`src/source/cd_xfer_pkg.sv`:
```
/* Constants and types shared by the CD sector transfer blocks
   Referenced by scoped names from every RTL file */
package cd_xfer_pkg;

	// ==============================
	// Data path geometry
	// ==============================
	localparam int WORD_W = 16;
	localparam int ADDR_W = 24;		// Byte address into system memory
	localparam int SECTOR_WORDS = 1024;
	localparam int STREAM_IDX_W = 11;
	localparam int CACHE_IDX_W = 10;
	localparam int HOST_ADR_W = 9;

	// Word positions inside the drive stream
	localparam logic [STREAM_IDX_W-1:0] HEADER_WORD_LO = 11'd6;
	localparam logic [STREAM_IDX_W-1:0] HEADER_WORD_HI = 11'd7;
	localparam logic [STREAM_IDX_W-1:0] DATA_WORD_FIRST = 11'd8;
	localparam logic [CACHE_IDX_W-1:0] CACHE_IDX_LAST = CACHE_IDX_W'(SECTOR_WORDS - 1);

	// ==============================
	// Host register map
	// ==============================
	localparam logic [HOST_ADR_W-1:0] REG_HEADER_LO = 9'h010;
	localparam logic [HOST_ADR_W-1:0] REG_HEADER_HI = 9'h012;
	localparam logic [HOST_ADR_W-1:0] REG_CTRL = 9'h060;
	localparam logic [HOST_ADR_W-1:0] REG_STATUS = 9'h062;	// Bit 0 busy, bit 1 sector ready
	localparam logic [HOST_ADR_W-1:0] REG_ADDR_A_HI = 9'h064;
	localparam logic [HOST_ADR_W-1:0] REG_ADDR_A_LO = 9'h066;
	localparam logic [HOST_ADR_W-1:0] REG_VALUE_HI = 9'h06C;
	localparam logic [HOST_ADR_W-1:0] REG_COUNT_HI = 9'h070;
	localparam logic [HOST_ADR_W-1:0] REG_COUNT_LO = 9'h072;
	localparam logic [HOST_ADR_W-1:0] REG_UCODE0 = 9'h07E;

	localparam int CTRL_START_BIT = 6;

	// ==============================
	// DMA microcode and modes
	// ==============================
	localparam logic [WORD_W-1:0] UCODE_CD_WORD_A = 16'hFF89;
	localparam logic [WORD_W-1:0] UCODE_CD_WORD_B = 16'hFFC5;
	localparam logic [WORD_W-1:0] UCODE_CD_BYTE = 16'hFC2D;
	localparam logic [WORD_W-1:0] UCODE_FILL_A = 16'hFFCD;
	localparam logic [WORD_W-1:0] UCODE_FILL_B = 16'hFFDD;

	typedef enum logic [2:0]
	{
		DMA_NONE = 3'd0,
		DMA_CD_WORD = 3'd1,		// Cache words straight to memory
		DMA_CD_BYTE = 3'd2,		// Swapped word, then the word itself
		DMA_FILL = 3'd3
	} dma_mode_t;

endpackage
```
`src/source/cd_host_regs.sv`:
```
/* Host register block on a Wishbone classic slave port. Holds the DMA
   settings, decodes the microcode and reports status and sector header */
`timescale 1ns/10ps

module cd_host_regs
(
	input  logic clk_sys,
	input  logic nRESET,
	input  logic host_cyc,
	input  logic host_stb,
	input  logic host_we,
	input  logic [cd_xfer_pkg::HOST_ADR_W-1:0] host_adr,
	input  logic [cd_xfer_pkg::WORD_W-1:0] host_dat_w,
	input  logic [1:0] host_sel,
	input  logic dma_busy,
	input  logic sector_ready,
	input  logic [cd_xfer_pkg::WORD_W-1:0] rd_header_lo,
	input  logic [cd_xfer_pkg::WORD_W-1:0] rd_header_hi,
	output logic [cd_xfer_pkg::WORD_W-1:0] host_dat_r,
	output logic host_ack,
	output logic dma_start,
	output cd_xfer_pkg::dma_mode_t dma_mode,
	output logic [cd_xfer_pkg::ADDR_W-1:0] addr_a,
	output logic [cd_xfer_pkg::WORD_W-1:0] fill_value,
	output logic [31:0] count
);

	logic req;
	logic served;		// Acked, waiting for stb to drop
	logic access;
	logic [cd_xfer_pkg::WORD_W-1:0] ucode0;
	logic [cd_xfer_pkg::WORD_W-1:0] rd_word;
	cd_xfer_pkg::dma_mode_t ucode_mode;

	assign req = host_cyc & host_stb;
	assign access = req & ~host_ack & ~served;

	// Byte lane merge for partial writes
	function automatic logic [15:0] merge(input logic [15:0] old_w,
		input logic [15:0] new_w, input logic [1:0] sel);
		merge = {sel[1] ? new_w[15:8] : old_w[15:8], sel[0] ? new_w[7:0] : old_w[7:0]};
	endfunction

	always_comb
	begin
		case (ucode0)
			cd_xfer_pkg::UCODE_CD_WORD_A, cd_xfer_pkg::UCODE_CD_WORD_B:
				ucode_mode = cd_xfer_pkg::DMA_CD_WORD;
			cd_xfer_pkg::UCODE_CD_BYTE: ucode_mode = cd_xfer_pkg::DMA_CD_BYTE;
			cd_xfer_pkg::UCODE_FILL_A, cd_xfer_pkg::UCODE_FILL_B:
				ucode_mode = cd_xfer_pkg::DMA_FILL;
			default: ucode_mode = cd_xfer_pkg::DMA_NONE;	// Unknown program
		endcase
	end

	// ==============================
	// Bus handshake and writes
	// ==============================
	always_ff @(posedge clk_sys or negedge nRESET)
	begin
		if (!nRESET)
		begin
			host_ack <= 1'b0;
			served <= 1'b0;
			dma_start <= 1'b0;
			dma_mode <= cd_xfer_pkg::DMA_NONE;
			addr_a <= '0;
			fill_value <= '0;
			count <= '0;
			ucode0 <= '0;
		end
		else
		begin
			host_ack <= access;
			dma_start <= 1'b0;
			if (!req)
				served <= 1'b0;
			else if (host_ack)
				served <= 1'b1;

			if (access && host_we)
			begin
				case (host_adr)
					cd_xfer_pkg::REG_CTRL:
						if (host_sel[0] && host_dat_w[cd_xfer_pkg::CTRL_START_BIT])
						begin
							dma_mode <= ucode_mode;
							dma_start <= (ucode_mode != cd_xfer_pkg::DMA_NONE) && !dma_busy;
						end
					cd_xfer_pkg::REG_ADDR_A_HI:
						if (host_sel[0])
							addr_a[23:16] <= host_dat_w[7:0];
					cd_xfer_pkg::REG_ADDR_A_LO: addr_a[15:0] <= merge(addr_a[15:0], host_dat_w, host_sel);
					cd_xfer_pkg::REG_VALUE_HI: fill_value <= merge(fill_value, host_dat_w, host_sel);
					cd_xfer_pkg::REG_COUNT_HI: count[31:16] <= merge(count[31:16], host_dat_w, host_sel);
					cd_xfer_pkg::REG_COUNT_LO: count[15:0] <= merge(count[15:0], host_dat_w, host_sel);
					cd_xfer_pkg::REG_UCODE0: ucode0 <= merge(ucode0, host_dat_w, host_sel);
					default: ;
				endcase
			end
		end
	end

	// Readback, odd and unmapped offsets give zero
	always_comb
	begin
		case (host_adr)
			cd_xfer_pkg::REG_STATUS: rd_word = {14'd0, sector_ready, dma_busy};
			cd_xfer_pkg::REG_ADDR_A_HI: rd_word = {8'd0, addr_a[23:16]};
			cd_xfer_pkg::REG_ADDR_A_LO: rd_word = addr_a[15:0];
			cd_xfer_pkg::REG_VALUE_HI: rd_word = fill_value;
			cd_xfer_pkg::REG_COUNT_HI: rd_word = count[31:16];
			cd_xfer_pkg::REG_COUNT_LO: rd_word = count[15:0];
			cd_xfer_pkg::REG_UCODE0: rd_word = ucode0;
			cd_xfer_pkg::REG_HEADER_LO: rd_word = rd_header_lo;
			cd_xfer_pkg::REG_HEADER_HI: rd_word = rd_header_hi;
			default: rd_word = '0;
		endcase
	end

	always_ff @(posedge clk_sys)
	begin
		if (access)
			host_dat_r <= rd_word;	// Valid together with ack
	end

endmodule

```
`config.mk`:
```
export PLATFORM = sky130hd
export DESIGN_NAME = cd_host_regs
export DESIGN_NICKNAME = d
export VERILOG_FILES = /design/src/source/cd_xfer_pkg.sv /design/src/source/cd_host_regs.sv
export SDC_FILE = /design/constraint.sdc
export NUM_CORES = 1
export LEC_CHECK = 0
export CELL_PAD_IN_SITES_DETAIL_PLACEMENT = 1
export CELL_PAD_IN_SITES_GLOBAL_PLACEMENT = 2
export CORE_MARGIN = 4
export CORE_UTILIZATION = 40
export DETAILED_ROUTE_END_ITERATION = 10
export DONT_BUFFER_PORTS = 1
export GPL_ROUTABILITY_DRIVEN = 0
export PLACE_DENSITY_LB_ADDON = 0.05
export SYNTH_ARGS = -nofsm -noshare
export SYNTH_HDL_FRONTEND = slang
export SYNTH_SLANG_ARGS = --single-unit
```
`constraint.sdc`:
```
create_clock -name clk_sys -period 2.69 [get_ports clk_sys]
set_input_delay 0.1345 -clock clk_sys [delete_from_list [all_inputs] [get_ports clk_sys]]
set_output_delay 0.1345 -clock clk_sys [all_outputs]
set_load 0.03 [all_outputs]
```
After elaboration in Yosys (flattened, before gate mapping)
Index checks and enable logic that the tools add are counted.
{"block": "word_totals", "register_bits": 110, "latchBits": 0, "ramBits": 0, "romBits": 0, "input_bits": 66, "out_inout_bits": 93, "n_memories": 0}
{"block": "op_classes", "n_addsub": 0, "mul": 0, "div_mod_pow": 0, "magnitude_cmp": 0, "n_eq_ne": 16, "n_shift": 0, "n_mux": 7, "bitwise": 5, "n_reduce_logical": 19}
{"operator": "16-bit case mux with 9 select lines", "count": 1}
{"operator": "16-bit equality test, second input constant", "count": 5}
{"operator": "9-bit by 7-bit equality test with 1-bit output, second input constant", "count": 8}
{"operator": "3-bit AND reduction", "count": 12}
{"operator": "9-bit by 5-bit equality test with 1-bit output, second input constant", "count": 2}
{"operator": "2-bit case mux with 3 select lines", "count": 1}
{"operator": "1-bit two-way mux", "count": 5}
{"operator": "2-bit OR reduction", "count": 2}
{"operator": "1-bit AND", "count": 3}
{"operator": "1-bit logical AND", "count": 3}
{"operator": "3-bit nonzero test", "count": 1}
{"operator": "2-bit inequality test, second input constant", "count": 1}
{"operator": "1-bit NOT", "count": 2}
{"operator": "1-bit zero test", "count": 1}

Depth between registers and ports, before layout
Gate-level depths: netlist (run 1).
{"block": "depth", "ltp_word": 8, "ltp_mapped": 7, "ltp_nobuf": 4}

Worst setup path after synthesis (run 1)
Ideal clock, no wire load.
{"block": "synth_path", "path_type": "flip-flop to flip-flop", "startpoint": "register host_ack", "endpoint": "register addr_a[16] in the netlist's numbering", "setup_time_ns": 0.125, "arrival_ns": 2.218, "setup_slack_ns": 0.347, "stages_incl_launch_ff": 7, "n_path_buf": 2, "cell_sequence": "dfrtp_1 > and4bb_1 > and3_1 > buf_8 > and3_1 > buf_6 > mux2_4"}
{"block": "synth_via", "elab_chain_cells": 5}
{"item": "start: declaration", "line": "cd_host_regs.sv:20", "rtl": "output logic host_ack,"}
{"item": "start signal: assignment", "line": "cd_host_regs.sv:74", "rtl": "host_ack <= access;"}
{"item": "1-bit NOT", "line": "cd_host_regs.sv:36", "rtl": "assign access = req & ~host_ack & ~served;"}
{"item": "1-bit AND (2 in a row)", "line": "cd_host_regs.sv:36"}
{"item": "net access", "line": "cd_host_regs.sv:30", "rtl": "logic access;"}
{"item": "1-bit logical AND", "line": "cd_host_regs.sv:81", "rtl": "if (access && host_we)"}
{"item": "3-bit AND reduction (no line)"}
{"item": "end: declaration", "line": "cd_host_regs.sv:23", "rtl": "output logic [cd_xfer_pkg::ADDR_W-1:0] addr_a,"}
The timed path passes the listed nets, and every way through them passes these cells.
A chain may end at the register's enable or synchronous reset.

Worst setup path in the final report (run 1)
{"block": "layout_path", "startpoint": "register host_ack", "endpoint": "register dma_start"}
{"block": "layout_via", "elab_chain_cells": 5}
{"item": "1-bit NOT", "line": "cd_host_regs.sv:36"}
{"item": "1-bit AND (2 in a row)", "line": "cd_host_regs.sv:36"}
{"item": "net access", "line": "cd_host_regs.sv:30"}
{"item": "1-bit logical AND", "line": "cd_host_regs.sv:81"}
{"item": "1-bit two-way mux", "line": "cd_host_regs.sv:81"}
{"item": "end signal: assignment", "line": "cd_host_regs.sv:88", "rtl": "dma_start <= (ucode_mode != cd_xfer_pkg::DMA_NONE) && !dma_busy;"}
{"item": "end: declaration", "line": "cd_host_regs.sv:21", "rtl": "output logic dma_start,"}
The timed path passes the listed nets, and every way through them passes these cells.

==> results.tsv, run 1 <==
stage	metric	value	unit
power	switching component of the power	0.755	mW
sta	Final Slew Violations	0	
worst_hold_path	endpoint of the worst hold path	host_dat_r[9]	
synth	Synthesized Nets	476	
drt	initial drt markers	233	
setup_path	Buf+Inv Stages, Crit Path	2	
finish	area of all placed cells without fillers	6350	um^2
run_status	result of the run	completed	
finish	fraction of final layout cells sized beyond drive strength 1	33.2	%
setup_path	data arrival time of the critical path	2640	ps
die	I/O pin count	159	
power	Peak VDD IR	0.260	mV
global_route	Tot GR Track Use	22.9	%
drt	number of detailed-routing iterations run before antenna repair	4	
drt	remaining number of nets flagged by the antenna check after routing	0	
drt	routed len/inst	29.1	um
sta	setup repair after global routing missed its margin	no	
placement	count of buffers inserted at the top-level ports	0	
die	starting density of the core	40.8	%
setup_path	data required time of the worst path	2980	ps
setup_path	sort of element at the end of the critical path	flop	
sta	slew of the pin with the lowest slew margin	725	ps
setup_path	highest cell delay on the worst timing path	570	ps
die	Core Box Area	13800	um^2
synth	count of state elements after synthesis	109	
sta	Final setup violation count	0	
global_route	number of global-route vias before repair	4200	
clocking	post-CTS repair timing setup buffer count	0	
finish	leading cell type in the layout, fill and taps excluded	dfrtp_1	
global_route	first-pass GRT wire length	27500	um
synth	netlist area before placement	5650	um^2
clocking	total clock sinks	109	
drt	total routed wirelength	17900	um
placement	sum of net half-perimeters after detailed placement	13000	um
finish	synthesis-to-finish area growth	12.5	%
setup_path	Critical Path Start Type	flop	
power	switching power as a share of total power	22.7	%
synth	async set-reset flop share out of synthesis	85.3	%
clocking	maximum level of the CTS H-tree	3	
global_route	pin count of the biggest net entering global routing	94	
drt	post-route DRC violation count	0	
power	Cell Pwr Density	522	nW/um^2
finish	Filler Cell Count	1417	
sta	share of the cycle needed by the critical path after routing	87.3	%
die	Chip Height	127	um
drt	via density per instance	6.02	
setup_path	endpoint of the most critical register-to-register path	dma_start	
power	fraction of power consumed by combinational cells	5.7	%
worst_hold_path	Hold Path Depth	2	
setup_path	worst setup path category	flop to flop	
setup_path	Critical R2R Launch	host_ack	
finish	Antenna Cells	0	
clocking	post-CTS sizing	0	
die	die outline area	16100	um^2
setup_path	cell-by-cell listing of the critical path	and4bb_1 > and3_1 > buf_4 > nand4_1 > a211oi_1 > dlygate4sd3_1	
sta	TNS Setup	0	ps
sta	final hold slack	65.0	ps
power	Internal Pwr Total	2.56	mW
clocking	Post-CTS Hold Buffers	22	
setup_path	Reg2Reg Depth	6	
flow_run	count of max-cap constraint violations	0	
synth	sequential element share of the synthesized area	49.7	%
finish	most frequent cells in the layout	dfrtp_1 (93), mux2_2 (65), mux2_4 (32), dlygate4sd3_1 (21), edfxtp_1 (16)	
synth	mean instance size in the synthesized netlist	13.8	um^2
drt	count of vias placed by the detailed router	3716	
finish	final core occ	45.9	%
sta	final hold violation count	0	
synth	Yosys cell types	67	
setup_path	Slowest cell on crit path	dlygate4sd3_1	
die	DIE WIDTH	127	um
global_route	grt ovf	0	
clocking	root buffer selected by CTS	clkbuf_16	
global_route	antenna violations before repair	0	
setup_path	cell class contributing the biggest share of worst-path delay	buffers and inverters	
clocking	TritonCTS buffer count	9	
power	sequential share of power	52.1	%
synth	Post-synth EDFFs	16	
sta	FMAX	426	MHz
worst_hold_path	startpoint of the lowest-slack hold path	rd_header_hi[9]	
setup_path	Critical Path Fanout Max	7	
placement	Cell Area, Placed	5810	um^2
setup_path	Critical Path Stages	6	
sta	Slew headroom	51.5	%
sta	skew final	5.63	ps
synth	most instantiated flip-flop cell in the synthesis netlist	dfrtp_1	
power	leakage power	2.89	nW
clocking	largest buffer count on any clock path	2	
setup_path	reg2reg setup slack	340	ps
clocking	clock latency on the worst-skew pair	350	ps
clocking	CTS clk-pin slew, worst paths	70	ps
sta	shortest clock period the worst path allows after layout	2350	ps
power	part of the total power dissipated in the clock network	42.2	%
die	number of placement rows	43	
synth	number of standard cells after synthesis	410	
synth	total number of yosys warnings	0	
finish	Final Net Count	498	
clocking	CTS tree	built	
worst_hold_path	worst hold path type	input pin to flop	
## routing by layer
metal  up-vias  share of wire [%]  GRT usage, %
li1       1648                  -             -
met3        13                6.9          6.15
met5         -                  0             0
met1      1941                 43          30.9
met2       114                 49          36.6
met4         0                1.4          6.50
## worst reg2reg max path, stage by stage (launching register included)
cell and delay (ps):
dfrtp_1 510, and4bb_1 400, and3_1 230, buf_4 260, nand4_1 120, a211oi_1 210, dlygate4sd3_1 570
## power by group through the flow
| stage | sequential (mW) | combinational, mW | clock [mW] |
|---|---|---|---|
| floorplan | 1.76 | 0.0969 | 0 |
| global placement | 1.76 | 0.115 | 0 |
| detailed placement | 1.76 | 0.116 | 0 |
| CTS | 1.73 | 0.193 | 1.44 |
| global route | 1.73 | 0.206 | 1.52 |
| finish | 1.73 | 0.189 | 1.40 |
## how the worst max path moves through the flow
| stage | from | endpoint | slack (ps) |
|---|---|---|---|
| 6_report | host_ack | dma_start | 340 |
| 5_1_grt | ucode0[6] | dma_start | 220 |
| 4_1_cts | host_ack | dma_start | 290 |
| 3_5_place_dp | host_ack | fill_value[12] | 510 |
| 3_3_place_gp | host_ack | fill_value[6] | 570 |
| 2_1_floorplan | host_ack | addr_a[16] | 350 |
## Yosys cell counts (5+ instances only)
| library cell | number | share of area, % |
|---|---|---|
| nand2_1 | 11 | 0.73 |
| a32o_1 | 5 | 0.89 |
| mux2_2 | 65 | 13 |
| a22oi_1 | 15 | 2.0 |
| edfxtp_1 | 16 | 8.5 |
| o211ai_1 | 6 | 0.80 |
| a22o_1 | 11 | 1.7 |
| buf_2 | 9 | 0.80 |
| dfrtp_1 | 93 | 41 |
| mux2_4 | 32 | 8.5 |
| and3_1 | 9 | 1.0 |
| clkbuf_1 | 5 | 0.33 |
| mux2i_1 | 14 | 2.5 |
| nor2_1 | 11 | 0.73 |
| o21ai_0 | 7 | 0.62 |
| nand3_1 | 9 | 0.80 |
## area by class of cell
cell class                 count  area [um^2]  area share, %
multi-input combinational    275         2670           42.1
clock inverter                 6         77.6           1.22
timing repair buffer          34          328           5.16
sequential                   109         2810           44.2
tap                          180          225           3.55
clock buffer                  10          229           3.60
inverter                       3         11.3          0.177
## registers in the layout, summed over array words and instances (netlist names)
| name | count |
|---|---|
| count | 32 |
| addr_a | 24 |
| fill_value | 16 |
| host_dat_r | 16 |
| ucode0 | 16 |
| dma_mode | 2 |
| dma_start | 1 |
| host_ack | 1 |
| served | 1 |
## per-stage QoR
stage / power, mW / setup slack [ps] / cells
floorplan: 1.86 / 347 / 410
global placement: 1.88 / 574 / 579
detailed placement: 1.88 / 510 / 579
CTS: 3.37 / 290 / 617
global route: 3.46 / 218 / 617
finish: 3.32 / 342 / 617
## logic make-up (layout without fill, tap and decap cells)
family,after synthesis,in the layout,synth area share [%]
compound gates,70,70,9.77
buf+inv,26,53,2.92
flops,109,109,49.7
mux,113,113,24.4
other cells,1,1,0.0664
simple gates,91,91,13.2
Power figures use the tool's default switching activity.
==> run 2, diff against run 1 <==
- ABC_AREA: default -> 1
- CAP_MARGIN: default -> 20
- CORE_UTILIZATION: 40 -> 36
==> run 2 against run 1 <==
Effect of this change: global-route usage is 0.92 points lower; combinational power is 22% lower; setup slack better by 590 ps; core utilization is 6.0 points lower; sequential share of layout area rose by 2.2 points; clock power up 7%; first-iteration DRC count rose by 21%.
==> results.tsv, run 2 <==
stage	metric	value	unit
placement	count of buffers inserted at the top-level ports	0	
power	Design Power	3.38	mW
drt	count of vias placed by the detailed router	4601	
clocking	maximum level of the CTS H-tree	3	
clocking	TritonCTS buffer count	9	
sta	Final setup violation count	0	
finish	largest registers ranked by flip-flop count	count x32, addr_a x24	
drt	initial drt markers	282	
drt	wire length on met2	8380	um
finish	Antenna Cells	0	
power	Cell Pwr Density	560	nW/um^2
sta	final hold violation count	0	
power	Peak VDD IR	0.299	mV
die	I/O pin count	159	
drt	via density per instance	5.23	
synth	mux contribution to synthesized area	0	%
die	starting density of the core	36.6	%
placement	sum of net half-perimeters after detailed placement	14500	um
finish	fraction of final layout cells sized beyond drive strength 1	11.3	%
drt	highest metal layer with signal wires	met4	
clocking	CTS tree	built	
synth	leading cell type by number of instances after synthesis	nand2_1	
die	DIE WIDTH	132	um
sta	Slew headroom	51.0	%
clocking	clock latency on the worst-skew pair	360	ps
synth	Synthesized Nets	754	
synth	fraction of the mapped netlist area in compound gates	9.93	%
setup_path	worst setup path category	flop to flop	
setup_path	Critical Path Stages	6	
global_route	antenna violations before repair	0	
synth	fraction of the mapped netlist area in adder cells	0	%
finish	leading cell type in the layout, fill and taps excluded	nand2_1	
setup_path	Critical Path Start Type	flop	
clocking	CTS clk-pin slew, worst paths	70	ps
drt	total routed wirelength	18900	um
synth	cell accounting for the most synthesized area	dfrtp_1	
drt	number of detailed-routing iterations run before antenna repair	4	
setup_path	cell class contributing the biggest share of worst-path delay	simple AND/OR/NAND/NOR gates	
setup_path	Reg2Reg Depth	6	
worst_hold_path	worst hold path type	input pin to flop	
die	Chip Height	132	um
drt	post-route DRC violation count	0	
finish	area of all placed cells without fillers	6050	um^2
drt	Detail Route met3 WL	1360	um
die	Core Box Area	15100	um^2
synth	share of the synthesized netlist area taken by xor and xnor gates	0	%
setup_path	Slowest cell on crit path	dfrtp_1	
sta	setup repair after global routing missed its margin	no	
finish	flip-flop count of the largest register after layout	32	
clocking	post-CTS sizing	0	
die	number of placement rows	45	
synth	async set-reset flop share out of synthesis	85.3	%
sta	share of the cycle needed by the critical path after routing	65.2	%
synth	netlist area before placement	5540	um^2
global_route	number of global-route vias before repair	4721	
setup_path	highest cell delay on the worst timing path	530	ps
setup_path	data arrival time of the critical path	1980	ps
sta	FMAX	570	MHz
drt	WL met1	8850	um
sta	Final Slew Violations	0	
synth	combinational family with the most area after synthesis	simple AND/OR/NAND/NOR gates	
synth	mean instance size in the synthesized netlist	8.06	um^2
setup_path	data required time of the worst path	2920	ps
sta	skew final	6.57	ps
clocking	total clock sinks	109	
global_route	grt ovf	0	
finish	register ranked first by flip-flop count	count	
setup_path	sort of element at the end of the critical path	flop	
worst_hold_path	Hold Path Depth	2	
setup_path	Critical Path Fanout Max	15	
synth	Commonest cells post-synth	nand2_1 (234), dfrtp_1 (93), nor2_1 (68)	
sta	TNS Setup	0	ps
global_route	Tot GR Track Use	22.0	%
drt	remaining number of nets flagged by the antenna check after routing	0	
clocking	Post-CTS Hold Buffers	4	
synth	area fraction of the dominant cell type after synthesis	42.0	%
setup_path	Buf+Inv Stages, Crit Path	0	
power	leakage power	2.89	nW
run_status	result of the run	completed	
setup_path	cell-by-cell listing of the critical path	nor3_4 > nand2_4 > nor2_8 > nand2_2 > nand2_1 > o21ai_0	
clocking	largest buffer count on any clock path	2	
global_route	first-pass GRT wire length	29300	um
synth	total number of yosys warnings	0	
synth	Yosys cell types	26	
synth	cell types occupying the most area after synthesis	dfrtp_1 (42%), nand2_1 (16%), edfxtp_1 (8.7%), nor2_1 (4.6%), nand3_1 (4.2%)	
global_route	pin count of the biggest net entering global routing	94	
clocking	post-CTS repair timing setup buffer count	0	
sta	shortest clock period the worst path allows after layout	1750	ps
finish	synthesis-to-finish area growth	9.05	%
drt	routed len/inst	21.5	um
synth	Synth Area in Simple Gates	32.1	%
clocking	root buffer selected by CTS	clkbuf_16	
synth	sequential element share of the synthesized area	50.6	%
synth	count of state elements after synthesis	109	
finish	Final Net Count	753	
flow_run	count of max-cap constraint violations	0	
sta	slew of the pin with the lowest slew margin	732	ps
finish	most frequent cells in the layout	nand2_1 (234), dfrtp_1 (93), nor2_1 (67), inv_1 (56), nand3_1 (47)	
synth	number of standard cells after synthesis	688	
placement	Cell Area, Placed	5660	um^2
synth	Post-synth EDFFs	16	
die	die outline area	17400	um^2
synth	most instantiated flip-flop cell in the synthesis netlist	dfrtp_1	
==> run 2: cells by family (layout without fill, tap and decap cells) <==
kind of cell / count (synthesis) / count (layout)
AND/OR/NAND/NOR: 400 / 400
flip-flops: 109 / 109
AO/OA/AOI/OAI: 95 / 95
buffers and inverters: 83 / 87
other: 1 / 1
==> run 2: metrics by stage <==
stage	setup slack, ps	instances	util (%)	hold slack [ps]
floorplan	654	688	-	-161
global placement	910	860	37.3	-158
detailed placement	865	860	37.3	-158
CTS	909	880	39.9	5.37
global route	788	880	39.9	24.0
finish	935	880	39.9	10.1
==> run 2: final cells by class <==
cell class / count / area (um^2)
multi-input cells: 496 / 2340
clock inverters: 5 / 80.1
well taps: 188 / 235
clock buffers: 11 / 253
repair buffers: 10 / 103
inverters: 61 / 231
fillers: 1838 / 9100
flip-flops and latches: 109 / 2810
==> run 2: worst paths after layout <==
kind / from / slack, ps / to
max: host_ack / 940 / addr_a[6]
min: host_cyc / 10 / served
max reg2reg: host_ack / 940 / addr_a[6]
min reg2reg: ucode0[4] / 490 / ucode0[4]
max in group asynchronous: nRESET / 1910 / addr_a[0]
min in group asynchronous: nRESET / 380 / dma_mode[0]
==> run 2: power breakdown <==
part | switching [mW] | internal, mW | leakage, nW
clock network | 0.630 | 0.870 | 0.166
logic | 0.121 | 0.0267 | 1.28
registers | 0.0463 | 1.69 | 1.44
total | 0.797 | 2.59 | 2.89
==> run 2: layer usage <==
metal / GRT usage, % / up-vias
li1: - / 2209
met1: 32.8 / 2249
met2: 32.1 / 125
met3: 5.04 / 18
met4: 6.30 / 0
met5: 0 / -
==> run 3, diff against run 2 <==
- clock period: 2.69 -> 1.8 ns (I/O delays scaled with it)
==> run 3 against run 2 <==
Effect of this change: the run now ends with hold timing left; combinational power is 26% higher; non-clock buffer count is 7 higher; first-iteration DRC count grew 3.5%; setup slack lost 760 ps; final cell count rose by 0.68%; sequential share of layout area decreased by 0.35 points; critical endpoint is now fill_value[5].
==> results.tsv, run 3 (synthesis gave the netlist of run 2 again) <==
stage	metric	value	unit
die	DIE WIDTH	132	um
placement	count of buffers inserted at the top-level ports	0	
sta	Final setup violation count	0	
clocking	CTS clk-pin slew, worst paths	70	ps
sta	skew final	7.39	ps
worst_hold_path	worst hold path type	input pin to async pin	
placement	Setup Slack @ Placement	166	ps
clocking	Post-CTS Hold Buffers	4	
clocking	total clock sinks	109	
placement	sum of net half-perimeters after detailed placement	14700	um
sta	final hold violation count	93	
die	I/O pin count	159	
finish	total area of multi-input combinational cells	2380	um^2
die	Chip Height	132	um
run_status	failing checks	hold timing	
run_status	result of the run	complete, but fails checks	
global_route	antenna violations before repair	0	
global_route	grt ovf	0	
finish	leading cell type in the layout, fill and taps excluded	nand2_1	
drt	total routed wirelength	19000	um
power	Cell Pwr Density	778	nW/um^2
setup_path	Critical Path Start	host_ack	
finish	Final Net Count	760	
drt	post-route DRC violation count	0	
power	Peak VDD IR	0.408	mV
drt	remaining number of nets flagged by the antenna check after routing	0	
drt	number of detailed-routing iterations run before antenna repair	4	
drt	routed len/inst	21.5	um
global_route	Tot GR Track Use	21.8	%
finish	register ranked first by flip-flop count	count	
finish	largest registers ranked by flip-flop count	count x32, addr_a x24	
sta	share of the cycle needed by the critical path after routing	90.4	%
sta	final hold slack	-567	ps
global_route	number of global-route vias before repair	4738	
die	Core Box Area	15100	um^2
clocking	CTS tree	built	
placement	Cell Area, Placed	5770	um^2
setup_path	Critical Path Start Type	flop	
clocking	post-CTS repair timing setup buffer count	0	
global_route	first-pass GRT wire length	29000	um
sta	Final Slew Violations	0	
clocking	post-CTS sizing	0	
die	number of placement rows	45	
setup_path	Critical Path Fanout Max	16	
clocking	maximum level of the CTS H-tree	3	
clocking	root buffer selected by CTS	clkbuf_16	
power	leakage power	2.97	nW
setup_path	reg2reg setup slack	170	ps
die	starting density of the core	36.6	%
die	die outline area	17400	um^2
sta	shortest clock period the worst path allows after layout	1630	ps
setup_path	Critical R2R Launch	host_ack	
sta	post-route setup slack	172	ps
setup_path	data arrival time of the critical path	1840	ps
finish	area of all placed cells without fillers	6090	um^2
sta	FMAX	614	MHz
flow_run	count of max-cap constraint violations	0	
finish	Filler Cell Count	1850	
finish	sequential cell area in the final layout	2810	um^2
clocking	clock latency on the worst-skew pair	350	ps
setup_path	data required time of the worst path	2020	ps
drt	count of vias placed by the detailed router	4552	
finish	flip-flop count of the largest register after layout	32	
setup_path	worst setup path category	flop to flop	
finish	Antenna Cells	0	
drt	via density per instance	5.14	
finish	most frequent cells in the layout	nand2_1 (228), dfrtp_1 (92), nor2_1 (67), inv_1 (56), o21ai_1 (55)	
drt	initial drt markers	292	
global_route	pin count of the biggest net entering global routing	94	
clocking	TritonCTS buffer count	9	
finish	synthesis-to-finish area growth	9.93	%
finish	fraction of final layout cells sized beyond drive strength 1	12.6	%
clocking	largest buffer count on any clock path	2	
power	Design Power	4.74	mW
setup_path	sort of element at the end of the critical path	flop	
sta	setup repair after global routing missed its margin	no	
## run 3: cell types whose count changed in the layout (fill, tap and decap cells not counted), sizes merged
cell         before  now
inv              63   61
clkbuf           11   13
clkinvlp          0    1
dlygate4sd3       3    4
bufinv            2    0
buf               7   13
## run 3: power by group
group          switching (mW)  internal, mW  leakage [nW]
Clock                   0.900          1.06         0.137
Combinational           0.146        0.0393          1.40
Sequential             0.0694          2.52          1.44
Total                    1.12          3.62          2.97
## run 3: routing by layer
metal	global-route usage [%]	vias to the layer above	routed length [um]
met3	5.27	11	1360
met4	4.67	0	160
met5	0	-	0
met2	32.6	110	8490
li1	-	2224	-
met1	32.2	2207	9030
## run 3: final timing paths
path	to	cells after the start
setup reg to reg	fill_value[5]	6
min in group clk_sys	count[6]	2
hold reg to reg	ucode0[4]	2
max in group asynchronous	addr_a[20]	0
setup / recovery	fill_value[5]	6
hold / removal	count[2]	0
## run 3: worst max-delay path, stage by stage (launching register included)
cell and delay [ps]:
dfrtp_2 500, nor3_4 250, nand2_4 120, nor2_8 270
nand2_4 180, nand2_1 90, o21ai_0 80
## run 3: cell type report
class,count,area share (%)
multi-input cells,496,39.1
well taps,188,3.86
flip-flops and latches,109,46.1
clock buffers,13,4.45
clock inverters,2,0.267
repair buffers,17,2.46
inverters,61,3.80
## run 3: stage by stage
| stage | cells | setup TNS [ps] | utilization (%) |
|---|---|---|---|
| floorplan | 688 | -8790 | - |
| global placement | 867 | 0 | 38.1 |
| detailed placement | 867 | 0 | 38.1 |
| CTS | 886 | 0 | 40.2 |
| global route | 886 | 0 | 40.2 |
| finish | 886 | 0 | 40.2 |
